--- config.mk ---
export PLATFORM = sky130hd
export DESIGN_NAME = flow_etime_fifo
export DESIGN_NICKNAME = d
export VERILOG_FILES = /design/src/flow_mem_pkg.sv /design/src/flow_etime_fifo.sv
export SDC_FILE = /design/constraint.sdc
export NUM_CORES = 1
export LEC_CHECK = 0
export CORE_MARGIN = 1.5
export CORE_UTILIZATION = 44
export CTS_CLUSTER_DIAMETER = 50
export DETAILED_ROUTE_END_ITERATION = 8
export DONT_BUFFER_PORTS = 1
export GPL_TIMING_DRIVEN = 0
export PLACE_DENSITY_LB_ADDON = 0.1
export SLEW_MARGIN = 30
export SYNTH_ARGS = -nofsm -noshare
export SYNTH_HDL_FRONTEND = slang
export SYNTH_SLANG_ARGS = --single-unit
--- constraint.sdc ---
create_clock -name clk -period 4.3 [get_ports clk]
set_clock_uncertainty 0.1 [all_clocks]
set_input_delay 0.215 -clock clk [delete_from_list [all_inputs] [get_ports clk]]
set_output_delay 0.215 -clock clk [all_outputs]
set_load 0.005 [all_outputs]
--- src/flow_mem_pkg.sv ---
/*
 * Flow memory package.
 * Shared widths, vector types and bundled records of the flow-state memory.
 */
package flow_mem_pkg;

    localparam int PIO_NBITS  = 32;  // Register bus width.
    localparam int FID_NBITS  = 16;
    localparam int TIME_NBITS = 16;
    localparam int KEY_NBITS  = 40;

    typedef logic [PIO_NBITS-1:0]  pio_addr_t;  // Byte address on the register bus.
    typedef logic [PIO_NBITS-1:0]  pio_data_t;
    typedef logic [FID_NBITS-1:0]  fid_t;       // Flow identifier from the lookup engine.
    typedef logic [TIME_NBITS-1:0] timestamp_t; // Real time or expiry time.
    typedef logic [KEY_NBITS-1:0]  flow_key_t;

    // One register access. rd and wr are single-cycle strobes.
    typedef struct packed {
        logic      rd;
        logic      wr;
        pio_addr_t addr;
        pio_data_t wdata;
    } pio_req_t;

    // One expiry-time update, also the entry type of the update FIFO.
    typedef struct packed {
        fid_t       fid;
        timestamp_t etime;
    } etime_update_t;

endpackage

--- src/flow_etime_fifo.sv ---
/*
 * Two-entry FIFO for expiry-time updates.
 * The head entry is visible without a read latency.
 */
module flow_etime_fifo (
    input  logic                        clk,
    input  logic                        arst_n,
    input  logic                        push,
    input  flow_mem_pkg::etime_update_t push_data,
    input  logic                        pop,
    output logic                        empty,
    output flow_mem_pkg::etime_update_t head
);

    flow_mem_pkg::etime_update_t entry [2];
    logic       wptr;
    logic       rptr;
    logic [1:0] count;  // 0, 1 or 2 entries held.
    logic       full;

    always_ff @(posedge clk or negedge arst_n) begin
        if (!arst_n) begin
            wptr  <= 1'b0;
            rptr  <= 1'b0;
            count <= 2'd0;
        end else begin
            if (push) begin
                wptr <= ~wptr;
            end
            if (pop) begin
                rptr <= ~rptr;
            end
            case ({push, pop})
                2'b10:   count <= count + 2'd1;
                2'b01:   count <= count - 2'd1;
                default: count <= count;
            endcase
        end
    end

    always_ff @(posedge clk) begin
        if (push) begin
            entry[wptr] <= push_data;
        end
    end

    assign empty = (count == 2'd0);
    assign full  = (count == 2'd2);
    assign head  = entry[rptr];

    // Pushing into a full queue is only safe when the head leaves in the same cycle.
    a_no_overflow: assert property (@(posedge clk) disable iff (!arst_n)
        push && full |-> pop);

    a_no_underflow: assert property (@(posedge clk) disable iff (!arst_n)
        pop |-> !empty);

endmodule

After elaboration in Yosys (flattened, before gate mapping)
Memories as Yosys holds them, arrays and structs flattened.
Index checks and enable logic that the tools add are counted.

operators by class
  mux-type cells = 3
  add/sub/neg operators = 2
  reduce and logical (&&, ||, !) cells = 2
  div/mod/pow operators = 0
  $mul = 0
  equal/unequal tests = 2
  bitwise operators = 2
  shift-type cells = 0
  magnitude comparators = 0

operator list
  operator                                                             number
  2-bit case mux with 2 select lines                                   1
  2-bit by 1-bit adder with 2-bit output (second input constant)       1
  2-bit by 1-bit == test with 1-bit output (second input constant)     1
  2-bit == test (second input constant)                                1
  2-bit logical NOT                                                    1
  1-bit two-way mux                                                    2
  1-bit inverter                                                       2
  2-bit nonzero test                                                   1
  2-bit by 1-bit subtractor with 2-bit output (second input constant)  1

storage, ports and cells
  word-level logic and storage cells = 15
  latch bits = 0
  RAM bits = 64
  bits of input ports = 36
  register bits after elaboration = 4
  bits in read-only memories = 0
  memories = 1
  output and inout port bits = 33

memory list
  memory  depth  bits a word  read ports  clocked after memory_dff  write ports  line                   RTL
  entry   2      32           1           0                         1            flow_etime_fifo.sv:15  flow_mem_pkg::etime_update_t entry [2];

Logic depth before layout (Yosys ltp)
  word-level depth = 2
  gate-level depth with buffers = 5
  mapped depth without buffers = 5

Least setup slack after synthesis
OpenSTA, ideal clock, no wires.

  path kind = register -> register
  start = register wptr
  end = memory entry[0][0] in the netlist's numbering (enable)
  library setup time = 0.422 ns
  setup slack = 2.019 ns
  data required time = 3.778 ns
  cell stages (with the launch flop) = 2
  clock period less this slack = 2.281 ns
  arrival time = 1.759 ns
  path buffers = 0
  cell sequence = dfrtp_1 nor2_1

RTL lines
  what                    line                   RTL
  from (decl)             flow_etime_fifo.sv:16  logic wptr;
  from (signal assigned)  flow_etime_fifo.sv:28  wptr <= ~wptr;
  to (decl)               flow_etime_fifo.sv:15

No word-level cell before the write port.

==> results.cfg <==
[outcome]
status = finished clean

[final_layout]
diodes = 0
final_cell_mix = edfxtp_1, dlygate4sd3_1, mux2_4, clkbuf_8, dfrtp_1
layout_commonest_cell = edfxtp_1
final_nets = 200
area_delta_synth_final_pct = 26.2
fin_cells = 243
fillCellCount = 437
layout-drive-gt1-share_pct = 32.1
finalCoreUtilization_pct = 57.0
fin_area_mm2 = 0.00333

[route]
wl_per_cell_um = 16.2
dr_total_vias = 1174
drt-pass1-iter-count = 4
wirelength_mm = 3.94
drcViolationCount = 0
dr.first_iter.drc_count = 81
ant_nets = 0
vias_per_cell = 4.83

[floorplan]
dieArea_mm2 = 0.00647
dieWidth_um = 80.5
pin_count = 69
core_mm2 = 0.00585
fp-row-count = 28
start_util_pct = 45.1
die_h_um = 80.5

[yosys]
synthCells = 115
syn_area_mm2 = 0.00264
yosysWarnings = 0
syn_avg_cell_area_um2 = 23.0
ys_seq_area_share_pct = 76.6
yosysUniqueCellTypes = 12
ys_ff_latch = 68
syn_nets = 152

[power_and_ir_drop]
netSwitchingFraction_pct = 25.7
power_density_mw_per_mm2 = 600
seqPwrFrac_pct = 46.2
pwr-share-clk_pct = 24.0
power_frac_comb_pct = 29.8
p_switching_w = 0.000513
irDropWorstVdd_v = 0.000300
p_int_w = 0.00149
p_leak_nw = 1.24

[critical_path]
cp-start-kind = flip-flop
worst-setup-path-type = reg -> out
path_max_fanout = 10
rr_worst_depth = 2
crit_buf_inv = 2
crit_chain = buf_6 > buf_12 > mux2_4
crit_cells = 3
critPathMaxStageDelay_ns = 0.37
rr_startpoint = wptr
crit_required_ns = 3.98
worstPathArrival_ns = 1.31
cpMaxStageDelayCell = dfrtp_1
crit_family = flip-flops
endpoint_kind = output port
setup.worst_path.start = rptr

[clock_tree]
cts_tree = done
cts_setup_buffers = 0
clkSlewWorstSetupHoldPaths_ns = 0.07
htree_levels = 3
worstSkewPairLatency_ns = 0.33
cts_buffers = 9
cts_root_buffer = clkbuf_8
ctsResizeCount = 0
cts_max_path_buffers = 2
clock-sinks = 68

[sta]
report.final.slew_viol_count = 0
worst_pin_slew_ns = 0.548
setup_tns_ns = 0
maxClockFrequency_mhz = 616
rsz0062_at_grt = no
slew_headroom_pct = 63.4
period_needed_ns = 1.62
finalSetupViolations = 0
post-route-period-util_pct = 37.8
report.final.hold_viol_count = 0

[place]
place_area_mm2 = 0.00280
dpl.hpwl_mm = 2.50
gp_congestion = 0.638
dp.cells = 192
io_buffers = 0

[grt]
grt_use_total_pct = 13.1
grt_max_degree = 20
antenna_found_initial = 0
grt_pass1_vias = 1271
grt_pass1_wl_mm = 5.85
grt_overflow_total = 0

[min_path]
worstHoldStart = pop
hp-class = in -> reg
hold_depth = 2

[flow_run]
drv_cap = 0
-- metrics by stage --
| stage | setup WS [ns] | hold slack, ns | total power [W] |
|---|---|---|---|
| floorplan | 2.02 | -0.181 | 0.00139 |
| global placement | 1.27 | -0.180 | 0.00147 |
| detailed placement | 2.74 | -0.180 | 0.00152 |
| CTS | 2.64 | 0.0147 | 0.00204 |
| global route | 2.63 | 0.0202 | 0.00210 |
| finish | 2.68 | 0.0306 | 0.00200 |
-- state kept, by name, indices dropped and copies added (netlist names) --
name and flops:
entry 64, count 2, rptr 1, wptr 1
-- area by class of cell --
class | count | area, µm² | share of cell area [%]
well taps | 75 | 93.8 | 2.82
clock buffers | 11 | 131 | 3.94
plain buffers | 4 | 71.3 | 2.14
repair buffers | 37 | 405 | 12.2
flip-flops and latches | 68 | 2020 | 60.7
multi-input cells | 42 | 552 | 16.6
clock inverters | 5 | 52.6 | 1.58
inverters | 1 | 3.75 | 0.113
-- power by group through the flow --
stage	Combinational [W]	Sequential (W)	Clock, W
floorplan	0.000464	0.000930	0
detailed placement	0.000582	0.000940	0
CTS	0.000613	0.000926	0.000497
global route	0.000645	0.000936	0.000522
global placement	0.000536	0.000938	0
finish	0.000596	0.000925	0.000479
-- repair_timing --
action | in CTS | in global routing
hold endpoints to repair | 70 | 0
hold buffers | 35 | 0
setup endpoints to repair | 0 | 0
-- logic make-up after synthesis --
family,share of synthesized area (%)
muxes,17.8
and+or+nand+nor,0.664
DFF,76.6
buffers and inverters,2.84
adders and majority gates,0.474
xor gates and xnor gates,1.66
-- path summary, 6_finish.rpt --
| check | end | slack, ns |
|---|---|---|
| max | head[23] | 2.68 |
| min | count[0] | 0.03 |
| max reg2reg | entry[0][30] | 2.77 |
| min reg2reg | count[1] | 0.38 |
| max in group asynchronous | rptr | 3.87 |
| min in group asynchronous | count[0] | 0.05 |
-- Yosys cell counts, drive strengths merged --
| cell | n | area [µm²] |
|---|---|---|
| inv | 1 | 3.75 |
| edfxtp | 64 | 1920 |
| and2 | 1 | 6.26 |
| xnor2 | 2 | 17.5 |
| mux2 | 32 | 469 |
| buf | 4 | 71.3 |
| xor2 | 3 | 26.3 |
| ha | 1 | 12.5 |
| dfrtp | 4 | 100 |
| nor2 | 3 | 11.3 |
-- per-layer routing --
layer / routed length, µm / global-route usage, %
met5: 0 / 0
met4: 90 / 9.83
met3: 273 / 4.32
met2: 2090 / 21.9
met1: 1490 / 13.5
Note: power is estimated with default switching activity, not from simulation.
