[config.mk]
export PLATFORM = sky130hd
export DESIGN_NAME = flow_ram_1r1w
export DESIGN_NICKNAME = d
export VERILOG_FILES = /design/src/flow_ram_1r1w.sv
export SDC_FILE = /design/constraint.sdc
export NUM_CORES = 1
export LEC_CHECK = 0
export BUFFER_PORTS_ARGS = -buffer_cell sky130_fd_sc_hd__clkbuf_2
export CORE_MARGIN = 2
export CORE_UTILIZATION = 50
export DETAILED_ROUTE_END_ITERATION = 7
export GPL_ROUTABILITY_DRIVEN = 0
export PLACE_DENSITY_LB_ADDON = 0.05
export SLEW_MARGIN = 20
export SYNTH_ARGS = -nofsm -noshare
export SYNTH_HDL_FRONTEND = slang
export SYNTH_SLANG_ARGS = --single-unit
export TNS_END_PERCENT = 10
[constraint.sdc]
create_clock -name clk -period 1.8 [get_ports clk]
set_clock_uncertainty 0.15 [all_clocks]
set_input_delay 0 -clock clk [delete_from_list [all_inputs] [get_ports clk]]
set_output_delay 0 -clock clk [all_outputs]
set_load 0.01 [all_outputs]
[src/flow_ram_1r1w.sv]
/*
 * Simple dual-port RAM with one write and one read port.
 * Writes land at the clock edge; the read address is registered there too.
 */
module flow_ram_1r1w #(
    parameter int DATA_NBITS = 8,
    parameter int ADDR_NBITS = 4
) (
    input  logic                  clk,
    input  logic                  wr,
    input  logic [ADDR_NBITS-1:0] waddr,
    input  logic [ADDR_NBITS-1:0] raddr,
    input  logic [DATA_NBITS-1:0] wdata,
    output logic [DATA_NBITS-1:0] rdata
);

    logic [DATA_NBITS-1:0] mem [2**ADDR_NBITS];
    logic [ADDR_NBITS-1:0] raddr_q;

    always_ff @(posedge clk) begin
        if (wr) begin
            mem[waddr] <= wdata;
        end
        raddr_q <= raddr;  // Read data follows the latched address.
    end

    // A write and a read latched on the same edge return the new data.
    assign rdata = mem[raddr_q];

endmodule

* Word-level counts from Yosys, hierarchy flattened
Memory sizes are Yosys's and may differ from the RTL's. A register that Yosys moved wholly into a read port is not among the register bits.
Index checks and enable logic that the tools add are counted.
** Storage, ports and cells
- Memories kept :: 1
- Register bits :: 0
- Logic and storage cells :: 3
- Output and inout bits :: 8
- RAM bits :: 128
- Input bits :: 18
** Memory list
- mem :: words 16, width 8, read ports 1, clocked after memory_dff 1, wr ports 1, line 17 : logic [DATA_NBITS-1:0] mem [2**ADDR_NBITS];
** Cells by class
- Muxes and demuxes :: 2
** Operator list (number)
- 1-bit 2-to-1 mux :: 2

* Depth between registers and ports, before layout
Gate-level depths: netlist of run 1.
- Word-level depth :: 2
- Gate-level depth with buffers :: 5
- Depth with buffers taken out :: 3

* Worst setup path after synthesis of run 1
No wires, ideal clock.
- Kind :: input port to flip-flop
- Start point :: in waddr[2]
- End point :: mem mem[0][0] (enable)
- Required time :: 1.267 ns
- Slack :: 0.157 ns
- Arrival time :: 1.110 ns
- Stages on the path :: 2
- Buffers on the path :: 0
- Cell sequence :: or3b_2 > nor3_1
** RTL lines
- start: declaration :: line 11 : input logic [ADDR_NBITS-1:0] waddr,
- end: declaration :: line 17
Straight into the memory's write port.

==> metrics.md, run 1 <==
| Metric | Value |
|---|---|
| # IOs | 26 |
| Vias per Instance | 5.46 |
| Max_cap viols | 0 |
| Top Usage Layer GRT | met1 |
| # clock sinks | 132 |
| Initial DRC Count | 162 |
| GR met3 Demand/Resource | 0.0580 |
| Top-area cell type share of the netlist area | 0.759 |
| CTS Buf Count | 17 |
| Number of nets in the layout | 325 |
| Worst setup SP type | register |
| Area grow syn2layout | 24.6% |
| Initial antenna violation count | 0 |
| Largest register FFs | 128 |
| Dpl hpwl | 5.84 mm |
| Leading area contributor after synthesis | edfxtp_1 |
| Max rail drop VDD | 534 uV |
| Vias in the first global route | 2535 |
| Yosys reg bits | 132 |
| Syn nets | 243 |
| Setup Viol. Count Final | 8 |
| H-tree depth | 4 |
| Setup TNS | -3.10 ns |
| Final ANT Viol Nets | 0 |
| Max frequency | 454 MHz |
| Die X | 105 um |
| Synth area leaders | edfxtp_1 (76%), mux4_2 (8.0%), mux4_1 (7.3%) |
| Hold Fails Final Rpt | 0 |
| Vias | 2473 |
| Reg clk slew, reported paths | 0.06 ns |
| Largest registers | mem (128) |
| TritonRoute pass-1 iters | 4 |
| CP Class | reg -> out |
| Final Power | 7080 uW |
| Pin count of the biggest net entering global routing | 33 |
| Least-Margin Pin Slew | 0.852 ns |
| Syn. warnings | 0 |
| Row cnt | 36 |
| CTS Buffer Depth | 2 |
| Share of layout cells above drive strength 1 | 0.341 |
| Failing checks | negative setup slack |
| Slew Limit Fails | 0 |
| N_diodes | 0 |
| Reg with most FFs | mem |
| Synth Instances | 225 |
| Initial Util | 0.516 |
| LEAKAGE | 0.00217 uW |
| Gr ovfl total | 0 |
| Cell area after synthesis | 0.00507 mm2 |
| GRT Util Overall | 0.189 |
| DP Area | 0.00548 mm2 |
| Synth cell types | 19 |
| Root buf cell | clkbuf_8 |
| TritonCTS clock tree | done |
| Crit path DAT | 2.06 ns |
| DP Worst Slack | 0.0162 ns |
| Min-Delay Path Class | in -> reg |
| Core Region | 0.00982 mm2 |
| Port Buf Inserts | 25 |
| Final Core Density | 0.643 |
| First-pass GRT wire length | 14.6 mm |
| Slew margin rel. | 0.430 |
| Worst-path fanout max | 13 |
| PnR worst setup slack | -0.405 ns |
| Final period util | 1.23 |
| CP Capture Type | primary output |
| WL per Instance | 20.7 um |
| Avg Inst Size Synth | 22.5 um2 |
| Grt met1 use | 0.277 |
| Die area | 0.0110 mm2 |
| Routed WL | 9.38 mm |
| RSZ-0062 raised after global routing | true |
| Power per cell area | 1120 mW/mm2 |
| Met2 GRT Util | 0.276 |
| Die H | 105 um |
| Worst Path Required | 1.65 ns |
| Fin crit period | 2.21 ns |
| Post-synthesis sequential area ratio | 0.774 |
| Status | finished with violations |
| Design area | 0.00632 mm2 |
| # DRC | 0 |
## cell usage in the layout (no fill, tap or decap), types with 2 or more instances in the layout
master / count
clkbuf_16: 16
mux4_1: 10
buf_12: 3
a22oi_1: 10
clkbuf_1: 3
dlygate4sd3_1: 21
nand2_1: 9
nor2_1: 12
clkinv_2: 4
bufinv_16: 3
mux4_2: 22
dfxtp_1: 3
buf_4: 23
clkbuf_2: 25
edfxtp_1: 128
nor3_1: 4
nand3b_1: 2
nand2b_1: 2
clkinv_1: 3
a22oi_2: 6
## synthesized netlist by cell type
cell,number
a22oi_1,16
and2_1,1
and2b_1,1
buf_2,3
buf_4,1
buf_6,3
clkdlybuf4s25_2,3
dfxtp_1,4
edfxtp_1,128
mux4_1,14
mux4_2,18
nand2_1,9
nand2b_1,2
nand3_1,1
nand3b_1,2
nor2_1,13
nor2b_1,1
nor3_1,4
or3b_2,1
## power breakdown
part	internal [uW]	switching [uW]
Sequential	3440	17.4
Clock	2080	1150
Combinational	187	199
## worst max-delay path, stage by stage (launching register included)
cell      delay [ns]
dfxtp_4         0.38
buf_12          0.16
mux4_1          0.57
a22oi_2         0.22
nand2_1         0.08
clkbuf_2        0.13
## per-stage QoR
stage                     hold slack (ns)  instances
after floorplan                    -0.122        225
after global placement            -0.0462        396
after detailed placement          -0.0461        396
after CTS                          0.0187        451
after global routing               0.0566        453
final                              0.0462        453
## layout make-up
cell class                 count  area [um2]
sequential                   132        3930
fill                         714        3500
multi-input combinational     83        1080
timing repair buffer          73         579
clock buffer                  20         425
tap                          133         166
clock inverter                12         138
## logic make-up (layout without fill, tap and decap cells)
| group | after synthesis | in the layout | share of synthesized area |
|---|---|---|---|
| flops | 132 | 132 | 0.774 |
| simple gates | 35 | 35 | 0.0323 |
| mux | 32 | 32 | 0.153 |
| compound gates | 16 | 16 | 0.0237 |
| buf+inv | 10 | 105 | 0.0170 |
## metal layers
metal / share of wire / vias up
li1: - / 1123
met1: 0.47 / 1281
met2: 0.48 / 60
met3: 0.041 / 9
met4: 0.0091 / 0
met5: 0 / -
## final timing paths
check / from / to / slack, ns / cells past startpoint
worst max-delay path: register / rdata[0] / -0.41 / 5
worst min-delay path: wr / mem[15][4] / 0.05 / 4
## what timing repair did
| item | in CTS | in global routing |
|---|---|---|
| hold buffers | 21 | 0 |
| pin swaps | 2 | 1 |
| resized for setup | 10 | 4 |
| setup buffers | 2 | 2 |
| endpoints found under the hold margin | 207 | 0 |
| endpoints found under the setup margin | 8 | 13 |
(Power assumes the default switching activity.)
==> run 2, diff against run 1 <==
RECOVER_POWER = 100   (was default)
==> run 2 against run 1 <==
  * The run still ends with negative setup slack left
  * Count of clock-buffer cells in the layout is the same
  * Largest power group unchanged
  * Critical path depth is the same
  * Critical endpoint unchanged
  * Power shrank 0.17%
  * Combinational power shrank 2%
  * Core utilization shrank 0.79 points
  * Setup slack gained 0.0018 ns
==> metrics.md, run 2 (synthesis results as in run 1) <==
| Metric | Value |
|---|---|
| Initial DRC Count | 125 |
| Die area | 0.0110 mm2 |
| Fin crit period | 2.20 ns |
| # clock sinks | 132 |
| H-tree depth | 4 |
| Gr ovfl total | 0 |
| Reg with most FFs | mem |
| Share of layout cells above drive strength 1 | 0.272 |
| Reg clk slew, reported paths | 0.06 ns |
| Die H | 105 um |
| RSZ-0062 raised after global routing | true |
| Power per cell area | 1130 mW/mm2 |
| Setup Viol. Count Final | 8 |
| GRT Util Overall | 0.189 |
| N_diodes | 0 |
| Final ANT Viol Nets | 0 |
| TritonRoute pass-1 iters | 4 |
| CTS Buffer Depth | 2 |
| Failing checks | negative setup slack |
| Setup TNS | -3.08 ns |
| Routed WL | 9.43 mm |
| # IOs | 26 |
| Vias | 2470 |
| Hold Fails Final Rpt | 0 |
| Most frequent cells in the layout | edfxtp_1 (128), clkbuf_1 (25), mux4_2 (22) |
| WL per Instance | 20.8 um |
| Largest register FFs | 128 |
| Core Region | 0.00982 mm2 |
| Layout filler cell count | 737 |
| Dpl hpwl | 5.84 mm |
| Root buf cell | clkbuf_8 |
| Most common cell after layout, fill and taps aside | edfxtp_1 |
| CP Class | reg -> out |
| Vias per Instance | 5.45 |
| Die X | 105 um |
| Crit path DAT | 2.05 ns |
| Pin count of the biggest net entering global routing | 33 |
| Largest registers | mem (128) |
| Slew margin rel. | 0.429 |
| Max rail drop VDD | 533 uV |
| Worst min-delay path startpoint | raddr[0] |
| Vias in the first global route | 2535 |
| Initial antenna violation count | 0 |
| TritonCTS clock tree | done |
| First-pass GRT wire length | 14.6 mm |
| Port Buf Inserts | 25 |
| Max_cap viols | 0 |
| Max frequency | 454 MHz |
| Slew Limit Fails | 0 |
| LEAKAGE | 0.00208 uW |
| Area grow syn2layout | 23.1% |
| Least-Margin Pin Slew | 0.853 ns |
| Min-Delay Path Class | in -> reg |
| Row cnt | 36 |
| Status | finished with violations |
| # DRC | 0 |
| Worst Path Required | 1.65 ns |
| Number of nets in the layout | 325 |
| Initial Util | 0.516 |
| CP Capture Type | primary output |
| PnR worst setup slack | -0.403 ns |
| Worst-path fanout max | 13 |
| Final Power | 7060 uW |
| Worst setup SP type | register |
| Final period util | 1.22 |
| CTS Buf Count | 17 |
==> run 2: what timing repair did <==
item / 4_1_cts / 5_1_grt
buffers inserted: 2 / 2
gates resized for setup: 10 / 4
hold buffers: 21 / 0
endpoints found under the hold margin: 207 / 0
pin swaps: 2 / 1
endpoints found under the setup margin: 8 / 13
==> run 2: final cells by class <==
| type | count | area (um2) | area share |
|---|---|---|---|
| Multi-Input combinational cell | 83 | 1070 | 0.172 |
| Tap cell | 133 | 166 | 0.0267 |
| Clock buffer | 20 | 425 | 0.0682 |
| Clock inverter | 12 | 138 | 0.0221 |
| Sequential cell | 132 | 3930 | 0.630 |
| Timing Repair Buffer | 73 | 507 | 0.0812 |
==> run 2: per-stage QoR <==
step | area, um2 | util | setup slack, ns | cells | hold WS [ns]
finish | 6240 | 0.635 | -0.403 | 453 | 0.0902
global route | 6240 | 0.635 | -0.495 | 453 | 0.0779
CTS | 6290 | 0.641 | -0.432 | 451 | 0.0187
detailed placement | 5480 | 0.558 | 0.0162 | 396 | -0.0461
global placement | 5480 | 0.558 | 0.0288 | 396 | -0.0462
floorplan | 5070 | - | 0.157 | 225 | -0.122
==> run 2: final timing paths <==
kind	slack, ns	cells past startpoint	end
max	-0.40	5	rdata[0]
min	0.09	2	register
==> run 2: metal layers <==
layer,GRT usage,part of all wire,up-vias
met3,0.0580,0.039,8
met5,0,0,-
li1,-,-,1123
met1,0.277,0.47,1288
met2,0.276,0.48,51
met4,0.0600,0.0077,0
==> run 2: power by group <==
group | internal (uW) | total, uW | switching (uW)
Sequential | 3440 | 3460 | 17.4
Clock | 2080 | 3230 | 1150
Combinational | 179 | 377 | 198
Total | 5700 | 7060 | 1360
==> run 2: critical path, stage by stage, from the launching register on <==
cell,delay (ns)
dfxtp_4,0.38
buf_12,0.16
mux4_1,0.57
a22oi_2,0.22
nand2_1,0.08
clkbuf_2,0.13
