===== config.mk =====
export PLATFORM = sky130hd
export DESIGN_NAME = flow_bucket_bank
export DESIGN_NICKNAME = d
export VERILOG_FILES = /design/src/flow_mem_pkg.sv /design/src/flow_ram_1r1w.sv /design/src/flow_bucket_bank.sv
export SDC_FILE = /design/constraint.sdc
export NUM_CORES = 1
export LEC_CHECK = 0
export BUFFER_PORTS_ARGS = -buffer_cell sky130_fd_sc_hd__buf_4
export CELL_PAD_IN_SITES_DETAIL_PLACEMENT = 1
export CELL_PAD_IN_SITES_GLOBAL_PLACEMENT = 1
export CORE_ASPECT_RATIO = 1.2
export CORE_UTILIZATION = 59
export CTS_BUF_LIST = sky130_fd_sc_hd__clkbuf_4 sky130_fd_sc_hd__clkbuf_8
export CTS_CLUSTER_SIZE = 40
export DETAILED_ROUTE_END_ITERATION = 16
export GPL_ROUTABILITY_DRIVEN = 1
export PLACE_DENSITY_LB_ADDON = 0.1
export SLEW_MARGIN = 5
export SYNTH_ARGS = -nofsm -noshare
export SYNTH_HDL_FRONTEND = slang
export SYNTH_SLANG_ARGS = --single-unit

===== constraint.sdc =====
create_clock -name clk -period 4.3 [get_ports clk]
set_input_delay 0.645 -clock clk [delete_from_list [all_inputs] [get_ports clk]]
set_output_delay 0.645 -clock clk [all_outputs]
set_load 0.01 [all_outputs]

===== src/flow_mem_pkg.sv =====
/*
 * Flow memory package.
 * Shared widths, vector types and bundled records of the flow-state memory.
 */
package flow_mem_pkg;

    localparam int PIO_NBITS  = 32;  // Register bus width.
    localparam int FID_NBITS  = 16;
    localparam int TIME_NBITS = 16;
    localparam int KEY_NBITS  = 40;

    typedef logic [PIO_NBITS-1:0]  pio_addr_t;  // Byte address on the register bus.
    typedef logic [PIO_NBITS-1:0]  pio_data_t;
    typedef logic [FID_NBITS-1:0]  fid_t;       // Flow identifier from the lookup engine.
    typedef logic [TIME_NBITS-1:0] timestamp_t; // Real time or expiry time.
    typedef logic [KEY_NBITS-1:0]  flow_key_t;

    // One register access. rd and wr are single-cycle strobes.
    typedef struct packed {
        logic      rd;
        logic      wr;
        pio_addr_t addr;
        pio_data_t wdata;
    } pio_req_t;

    // One expiry-time update, also the entry type of the update FIFO.
    typedef struct packed {
        fid_t       fid;
        timestamp_t etime;
    } etime_update_t;

endpackage


===== src/flow_ram_1r1w.sv =====
/*
 * Simple dual-port RAM with one write and one read port.
 * Writes land at the clock edge; the read address is registered there too.
 */
module flow_ram_1r1w #(
    parameter int DATA_NBITS = 8,
    parameter int ADDR_NBITS = 4
) (
    input  logic                  clk,
    input  logic                  wr,
    input  logic [ADDR_NBITS-1:0] waddr,
    input  logic [ADDR_NBITS-1:0] raddr,
    input  logic [DATA_NBITS-1:0] wdata,
    output logic [DATA_NBITS-1:0] rdata
);

    logic [DATA_NBITS-1:0] mem [2**ADDR_NBITS];
    logic [ADDR_NBITS-1:0] raddr_q;

    always_ff @(posedge clk) begin
        if (wr) begin
            mem[waddr] <= wdata;
        end
        raddr_q <= raddr;  // Read data follows the latched address.
    end

    // A write and a read latched on the same edge return the new data.
    assign rdata = mem[raddr_q];

endmodule


===== src/flow_bucket_bank.sv =====
/*
 * One bank of the flow hash table.
 * The lookup engine has priority; a latched register access runs on an idle cycle.
 */
module flow_bucket_bank #(
    parameter int DEPTH_NBITS  = 5,
    parameter int BUCKET_NBITS = 24
) (
    input  logic                      clk,
    input  logic                      arst_n,
    input  flow_mem_pkg::pio_req_t    pio_req,
    input  logic                      reg_ms,
    output logic                      reg_ack,
    output flow_mem_pkg::pio_data_t   reg_rdata,
    input  logic                      app_rd,
    input  logic                      app_wr,
    input  logic [DEPTH_NBITS-1:0]    app_raddr,
    input  logic [DEPTH_NBITS-1:0]    app_waddr,
    input  logic [BUCKET_NBITS-1:0]   app_wdata,
    output logic                      app_ack,
    output logic [BUCKET_NBITS-1:0]   app_rdata
);

    logic                    pend_valid;
    logic                    pend_wr;    // Pending access is a write when set.
    logic [DEPTH_NBITS-1:0]  pend_idx;
    logic [BUCKET_NBITS-1:0] pend_data;
    logic                    reg_go;
    logic                    reg_new;
    logic                    ram_wr;
    logic [DEPTH_NBITS-1:0]  ram_waddr;
    logic [DEPTH_NBITS-1:0]  ram_raddr;
    logic [BUCKET_NBITS-1:0] ram_wdata;
    logic [BUCKET_NBITS-1:0] ram_rdata;

    assign reg_new = reg_ms & (pio_req.rd | pio_req.wr);

    // The register access only runs when the lookup engine leaves the RAM alone.
    assign reg_go = pend_valid & ~app_rd & ~app_wr;

    always_ff @(posedge clk or negedge arst_n) begin
        if (!arst_n) begin
            pend_valid <= 1'b0;
            reg_ack    <= 1'b0;
            app_ack    <= 1'b0;
        end else begin
            if (reg_new) begin
                pend_valid <= 1'b1;
            end else if (reg_go) begin
                pend_valid <= 1'b0;
            end
            reg_ack <= reg_go;
            app_ack <= app_rd;
        end
    end

    // Index is the low part of the quadword address.
    always_ff @(posedge clk) begin
        if (reg_new) begin
            pend_wr   <= pio_req.wr;
            pend_idx  <= pio_req.addr[DEPTH_NBITS+2:3];
            pend_data <= pio_req.wdata[BUCKET_NBITS-1:0];
        end
    end

    assign ram_wr    = app_wr | (reg_go & pend_wr);
    assign ram_waddr = app_wr ? app_waddr : pend_idx;
    assign ram_wdata = app_wr ? app_wdata : pend_data;
    assign ram_raddr = app_rd ? app_raddr : pend_idx;

    flow_ram_1r1w #(
        .DATA_NBITS(BUCKET_NBITS),
        .ADDR_NBITS(DEPTH_NBITS)
    ) u_ram (
        .clk  (clk),
        .wr   (ram_wr),
        .waddr(ram_waddr),
        .raddr(ram_raddr),
        .wdata(ram_wdata),
        .rdata(ram_rdata)
    );

    assign app_rdata = ram_rdata;
    assign reg_rdata = flow_mem_pkg::pio_data_t'(ram_rdata);  // Zero-extended bucket.

    // A selected request must be either a read or a write.
    a_reg_rd_wr_excl: assert property (@(posedge clk) disable iff (!arst_n)
        reg_ms |-> !(pio_req.rd && pio_req.wr));

endmodule


### Word-level counts from Yosys, hierarchy flattened

Memories as Yosys holds them, arrays and structs flattened. A register that Yosys moved wholly into a read port is not among the register bits.
Cells that the tools add are included.

| word-level totals | value |
|---|---|
| RAM bits | 768 |
| register bits | 33 |
| memories | 1 |

Memories:

| memory | words | bits a word | read ports | clocked after memory_dff | wr ports | RTL line | text |
|---|---|---|---|---|---|---|---|
| u_ram.mem | 32 | 24 | 1 | 1 | 1 | flow_ram_1r1w.sv:17 | `logic [DATA_NBITS-1:0] mem [2**ADDR_NBITS];` |

| operators by class | value |
|---|---|
| bitwise operators | 8 |
| reductions and logical operators | 1 |
| multiplexer cells | 7 |

Operators with widths:

| operator | count |
|---|---|
| $mux 24 | 1 |
| $mux 5 | 2 |
| $and 1x1->1 | 4 |
| $mux 1 | 4 |
| $not 1->1 | 2 |
| $or 1x1->1 | 2 |
| $reduce_bool 2->1 | 1 |

### Longest topological paths before layout

| depth | value |
|---|---|
| depth in word-level cells | 7 |
| gate-level depth with buffers | 9 |

### Modules after synthesis

Synthesis repeated with hierarchy kept, for this count alone.

| unflattened totals | value |
|---|---|
| cells, all modules | 1802 |
| area, all modules | 31783.0 um^2 |

By module, submodules not included:

| module | times used | area an instance (um^2) | cells each |
|---|---|---|---|
| flow_ram_1r1w | 1 | 30102.6 | 1692 |
| flow_bucket_bank | 1 | 1680.4 | 110 |

### Worst setup path before layout

No wires, ideal clock.

| timing | value |
|---|---|
| path kind | in2reg |
| start point | in app_rd |
| end point | mem u_ram.mem[10][0] (netlist name) (enable) |
| data arrival time | 2540 ps |
| slack | 1356 ps |
| cell stages on the path | 4 |
| required time | 3895 ps |
| library setup time | 405 ps |
| cells stage by stage | clkbuf_1 o41ai_1 nand2_1 nor2_1 |

| between the ends | value |
|---|---|
| longest elaborated chain between the ends | 7 |

RTL lines:

| item | RTL line | text |
|---|---|---|
| start: declaration | flow_bucket_bank.sv:15 | `input logic app_rd,` |
| $not 1->1 | flow_bucket_bank.sv:39 | `assign reg_go = pend_valid & ~app_rd & ~app_wr;` |
| $and 1x1->1 (2 in series) | flow_bucket_bank.sv:39 |  |
| $and 1x1->1 | flow_bucket_bank.sv:66 | `assign ram_wr = app_wr \| (reg_go & pend_wr);` |
| $or 1x1->1 | flow_bucket_bank.sv:66 |  |
| $mux 1 | flow_ram_1r1w.sv:21 | `if (wr) begin` |
| $mux 1 (implied by the code) | flow_ram_1r1w.sv:22 | `mem[waddr] <= wdata;` |
| end: declaration | flow_ram_1r1w.sv:17 |  |

No other way between the ends.

==> results.md <==
* Vias in the first global route at approximately 19,000
* Register bit count reported by yosys at approximately 800
* Worst-path cell chain: buf_4 -> buf_4 -> mux2i_1 -> a22oi_1 -> a31oi_1 -> nand3_1 -> buf_4
* First-pass GRT wire length at around 110,000 um
* Total number of vias at between 15,000 and 20,000
* Number of optimization iterations in the first detailed-route pass at 8
* Run status: complete, no violations
* Top-level I/O count at 163
* Top post-synthesis cells by area: edfxtp_1 75%, mux2i_1 12%, a22oi_1 1.7%, a22o_1 1.3%, a21oi_1 1.1%
* Clock network fraction of total power at a little over a third
* Kind of end point of the critical path: output port
* Commonest non-fill, non-tap cell in the layout: edfxtp_1
* Switching component of the power at approximately 4.0 mW
* Worst-path fanout max at 25
* CP startpoint kind: flop
* Clock transition at the registers of the reported paths at around 0.06 ns
* Cell Rows at just over 90
* Mean instance size in the synthesized netlist at between 15 and 20 um^2
* Starting density of the core at between 60 and 70%
* Buffer depth of the longest clock path at 3
* Hold crit path type: in2reg
* Count of final hold-check violations at 0
* Total global-route track usage at between 20% and 30%
* Sequential cell fraction of total power at 54.3%
* Clock tree root driver cell: clkbuf_8
* Crit path top cell by count: buf_4
* Synth warnings at 0
* Post-CTS setup repair buffer count at 0
* Crit Reg-Reg Endpoint: u_ram.mem[10][14]
* Width of the die at 214 um
* Post-Route Skew at ~0.024 ns
* Worst path required time at roughly 3.7 ns
* Area share of the leading cell type in the synthesized netlist at between 70% and 80%
* CP Class: reg2out
* Critical Path Max Stage Delay at around 0.72 ns
* Arrival time worst endpoint at between 3 and 4 ns
* Max_slew headroom at 37.9%
* Final worst-path cycle share at ~96%
* Sequential fraction of the synthesis area at ~76%
* Clock tree from TritonCTS: built
* Synthesized instance count at 1,816
* Worst Reg2Reg Path Length in Cells at 4
* Starting DRT DRC Count at 1,296
* Int Power at between 10 and 15 mW
* Start of the worst register-to-register path: pend_idx[0]
* Final-stage net count at ~2,100
* Netlist cell types at 31
* Count of port buffers added during placement at roughly 120
* Max cap viols at 0
* Power density over the cells at between 400 and 500 nW/um^2
* Detailed-route wire length at between 70,000 and 80,000 um
* Source-to-sink clock delay at the later pin of the worst-skew pair at roughly 0.73 ns
* Fin. max-slew vios at 0
* Number of cells on the worst hold path at 1
* Vias per inst at ~6
* Core occupancy in the finished layout at approximately two thirds
* Aggregate global routing overflow at 0
* Initial antenna violation count at 1
* Area Growth Syn to Fin at 12.0%
* Hold endpoint: pend_data[6]
* Placeable core area at about 53,000 um^2
* Slowest stage cell, crit path: dfxtp_4
* Number of setup violations in the final report at 0
* Flop-to-flop setup slack at between 1.5 and 2 ns
* DIE AREA at 54,800 um^2
* Synth area leader: edfxtp_1
* Fmax at 242 MHz
* Fraction of power consumed by combinational cells at between 10% and 20%
* Cell area after technology mapping at around 32,000 um^2
* Total number of H-tree levels at 3
* Switching part of the total at ~24%
* Setup repair after global routing missed its margin: false
* DRC violation count after routing at 0
* Wirelength per Cell at 28.2 um
* Num CTS Buffers at 117
* Fill cells at between 4,000 and 5,000
* Maximum number of pins on one net before global-route repair at 80
* Post-route ant nets at 0
* Final weighted congestion in routability-driven placement at approximately 0.76
* Commonest non-fill, non-tap cells in the layout: 798 x edfxtp_1, 386 x mux2i_1, 174 x buf_4
* Clock Sink Count at just over 800
* Detailed placer's ending HPWL at 44,700 um
* Fin crit period at approximately 4.1 ns
* Worst-case vdd ir drop at around 290 uV
* Fin Setup TNS at 0 ns
* Fraction of final layout cells with drive strength greater than 1 at between 20% and 30%
* Vertical extent of the die at 256 um
* Startpoint of the lowest-slack hold path: pio_req[6]
* Static leakage power at between 10 and 15 nW
* Worst-margin pin slew at between 0.9 and 1 ns
per-stage QoR:
| step | hold WS [ns] | total power [mW] | cell area (um^2) | std cells | setup WS (ns) |
|---|---|---|---|---|---|
| after CTS | 0.0390 | 16.5 | 35600 | 2790 | 0.172 |
| after detailed placement | 0.437 | 10.7 | 33400 | 2574 | 1.02 |
| after global placement | 0.435 | 10.6 | 33400 | 2574 | 1.13 |
| after floorplan | 0.349 | 10.1 | 31800 | 1823 | 1.36 |
| final | 0.0989 | 16.4 | 35600 | 2791 | 0.162 |
| after global routing | 0.0674 | 16.9 | 35600 | 2791 | 0.00408 |
synth_stat cells (all sizes together):
library cell  instances
nor3                 24
a22oi                72
o31ai                 1
mux2                 28
buf                 104
conb                  1
nor3b                 1
nand2b                6
o21a                  1
nand2                92
nor2                 33
o21ai                 3
dfrtp                 3
nand3                72
a21oi                72
nor2b                 2
o32ai                 4
a22o                 48
dfxtp                 5
clkbuf               30
or2                   1
a31oi                24
mux2i               386
edfxtp              798
o41ai                 1
and2                  1
inv                   3
power groups by stage:
stage	Combinational (mW)	Sequential [mW]	Clock [mW]
2_1_floorplan	1.08	9.05	0
3_3_place_gp	1.56	9.07	0
6_report	1.65	8.92	5.87
5_1_grt	1.74	8.93	6.25
4_1_cts	1.64	8.92	5.97
3_5_place_dp	1.63	9.09	0
registers in the layout (all words and copies together) (netlist names), named ones only:
| name | count |
|---|---|
| pend_wr | 1 |
| reg_ack | 1 |
| pend_valid | 1 |
| pend_idx | 5 |
| app_ack | 1 |
| pend_data | 24 |
| u_ram.mem | 768 |
logic make-up after synthesis:
group | count (synthesis) | synth area share, %
flops | 806 | 76.0
mux | 414 | 13.2
simple gates | 232 | 3.21
compound gates | 226 | 4.86
buf+inv | 137 | 2.80
other cells | 1 | 0.0118
critical path, delay by kind of cell, from the launching register on:
family	cells	cell delay, ns
and+or+nand+nor	1	0.23
AOI/OAI and AO/OA	2	0.63
muxes	1	0.25
DFF	1	0.72
buffers and inverters	3	0.89
timing repair:
| item | CTS | global route |
|---|---|---|
| hold buffers | 1 | 0 |
| hold endpoints to repair | 3 | 0 |
| endpoints found under the setup margin | 0 | 0 |
| resized for setup | 0 | 0 |
how the worst max path moves through the flow:
| stage | start | end | slack, ns | cells after the start |
|---|---|---|---|---|
| floorplan | app_rd | u_ram.mem[10][0] | 1.36 | 4 |
| global placement | flop | reg_rdata[11] | 1.13 | 7 |
| detailed placement | flop | reg_rdata[7] | 1.02 | 7 |
| CTS | flop | reg_rdata[7] | 0.17 | 7 |
| global route | flop | reg_rdata[10] | 0.004 | 6 |
| finish | flop | reg_rdata[7] | 0.16 | 7 |
metal layers:
layer	vias to the layer above	share of wire, %	global-route usage [%]
li1	7484	-	-
met1	8993	39	37.3
met2	620	52	50.1
met3	158	5.8	4.86
met4	0	2.7	10.1
met5	-	0	0
final cells by class:
cell class              instances  area (um^2)  area share [%]
diodes                          1         2.50         0.00703
clock buffers                 158         1940            5.44
clock inverters                57          303           0.850
inverters                       3         11.3          0.0316
multi-input cells             880         6890            19.4
flip-flops and latches        806        24100            67.8
well taps                     705          882            2.48
repair buffers                181         1440            4.03
Power figures use the tool's default switching activity.
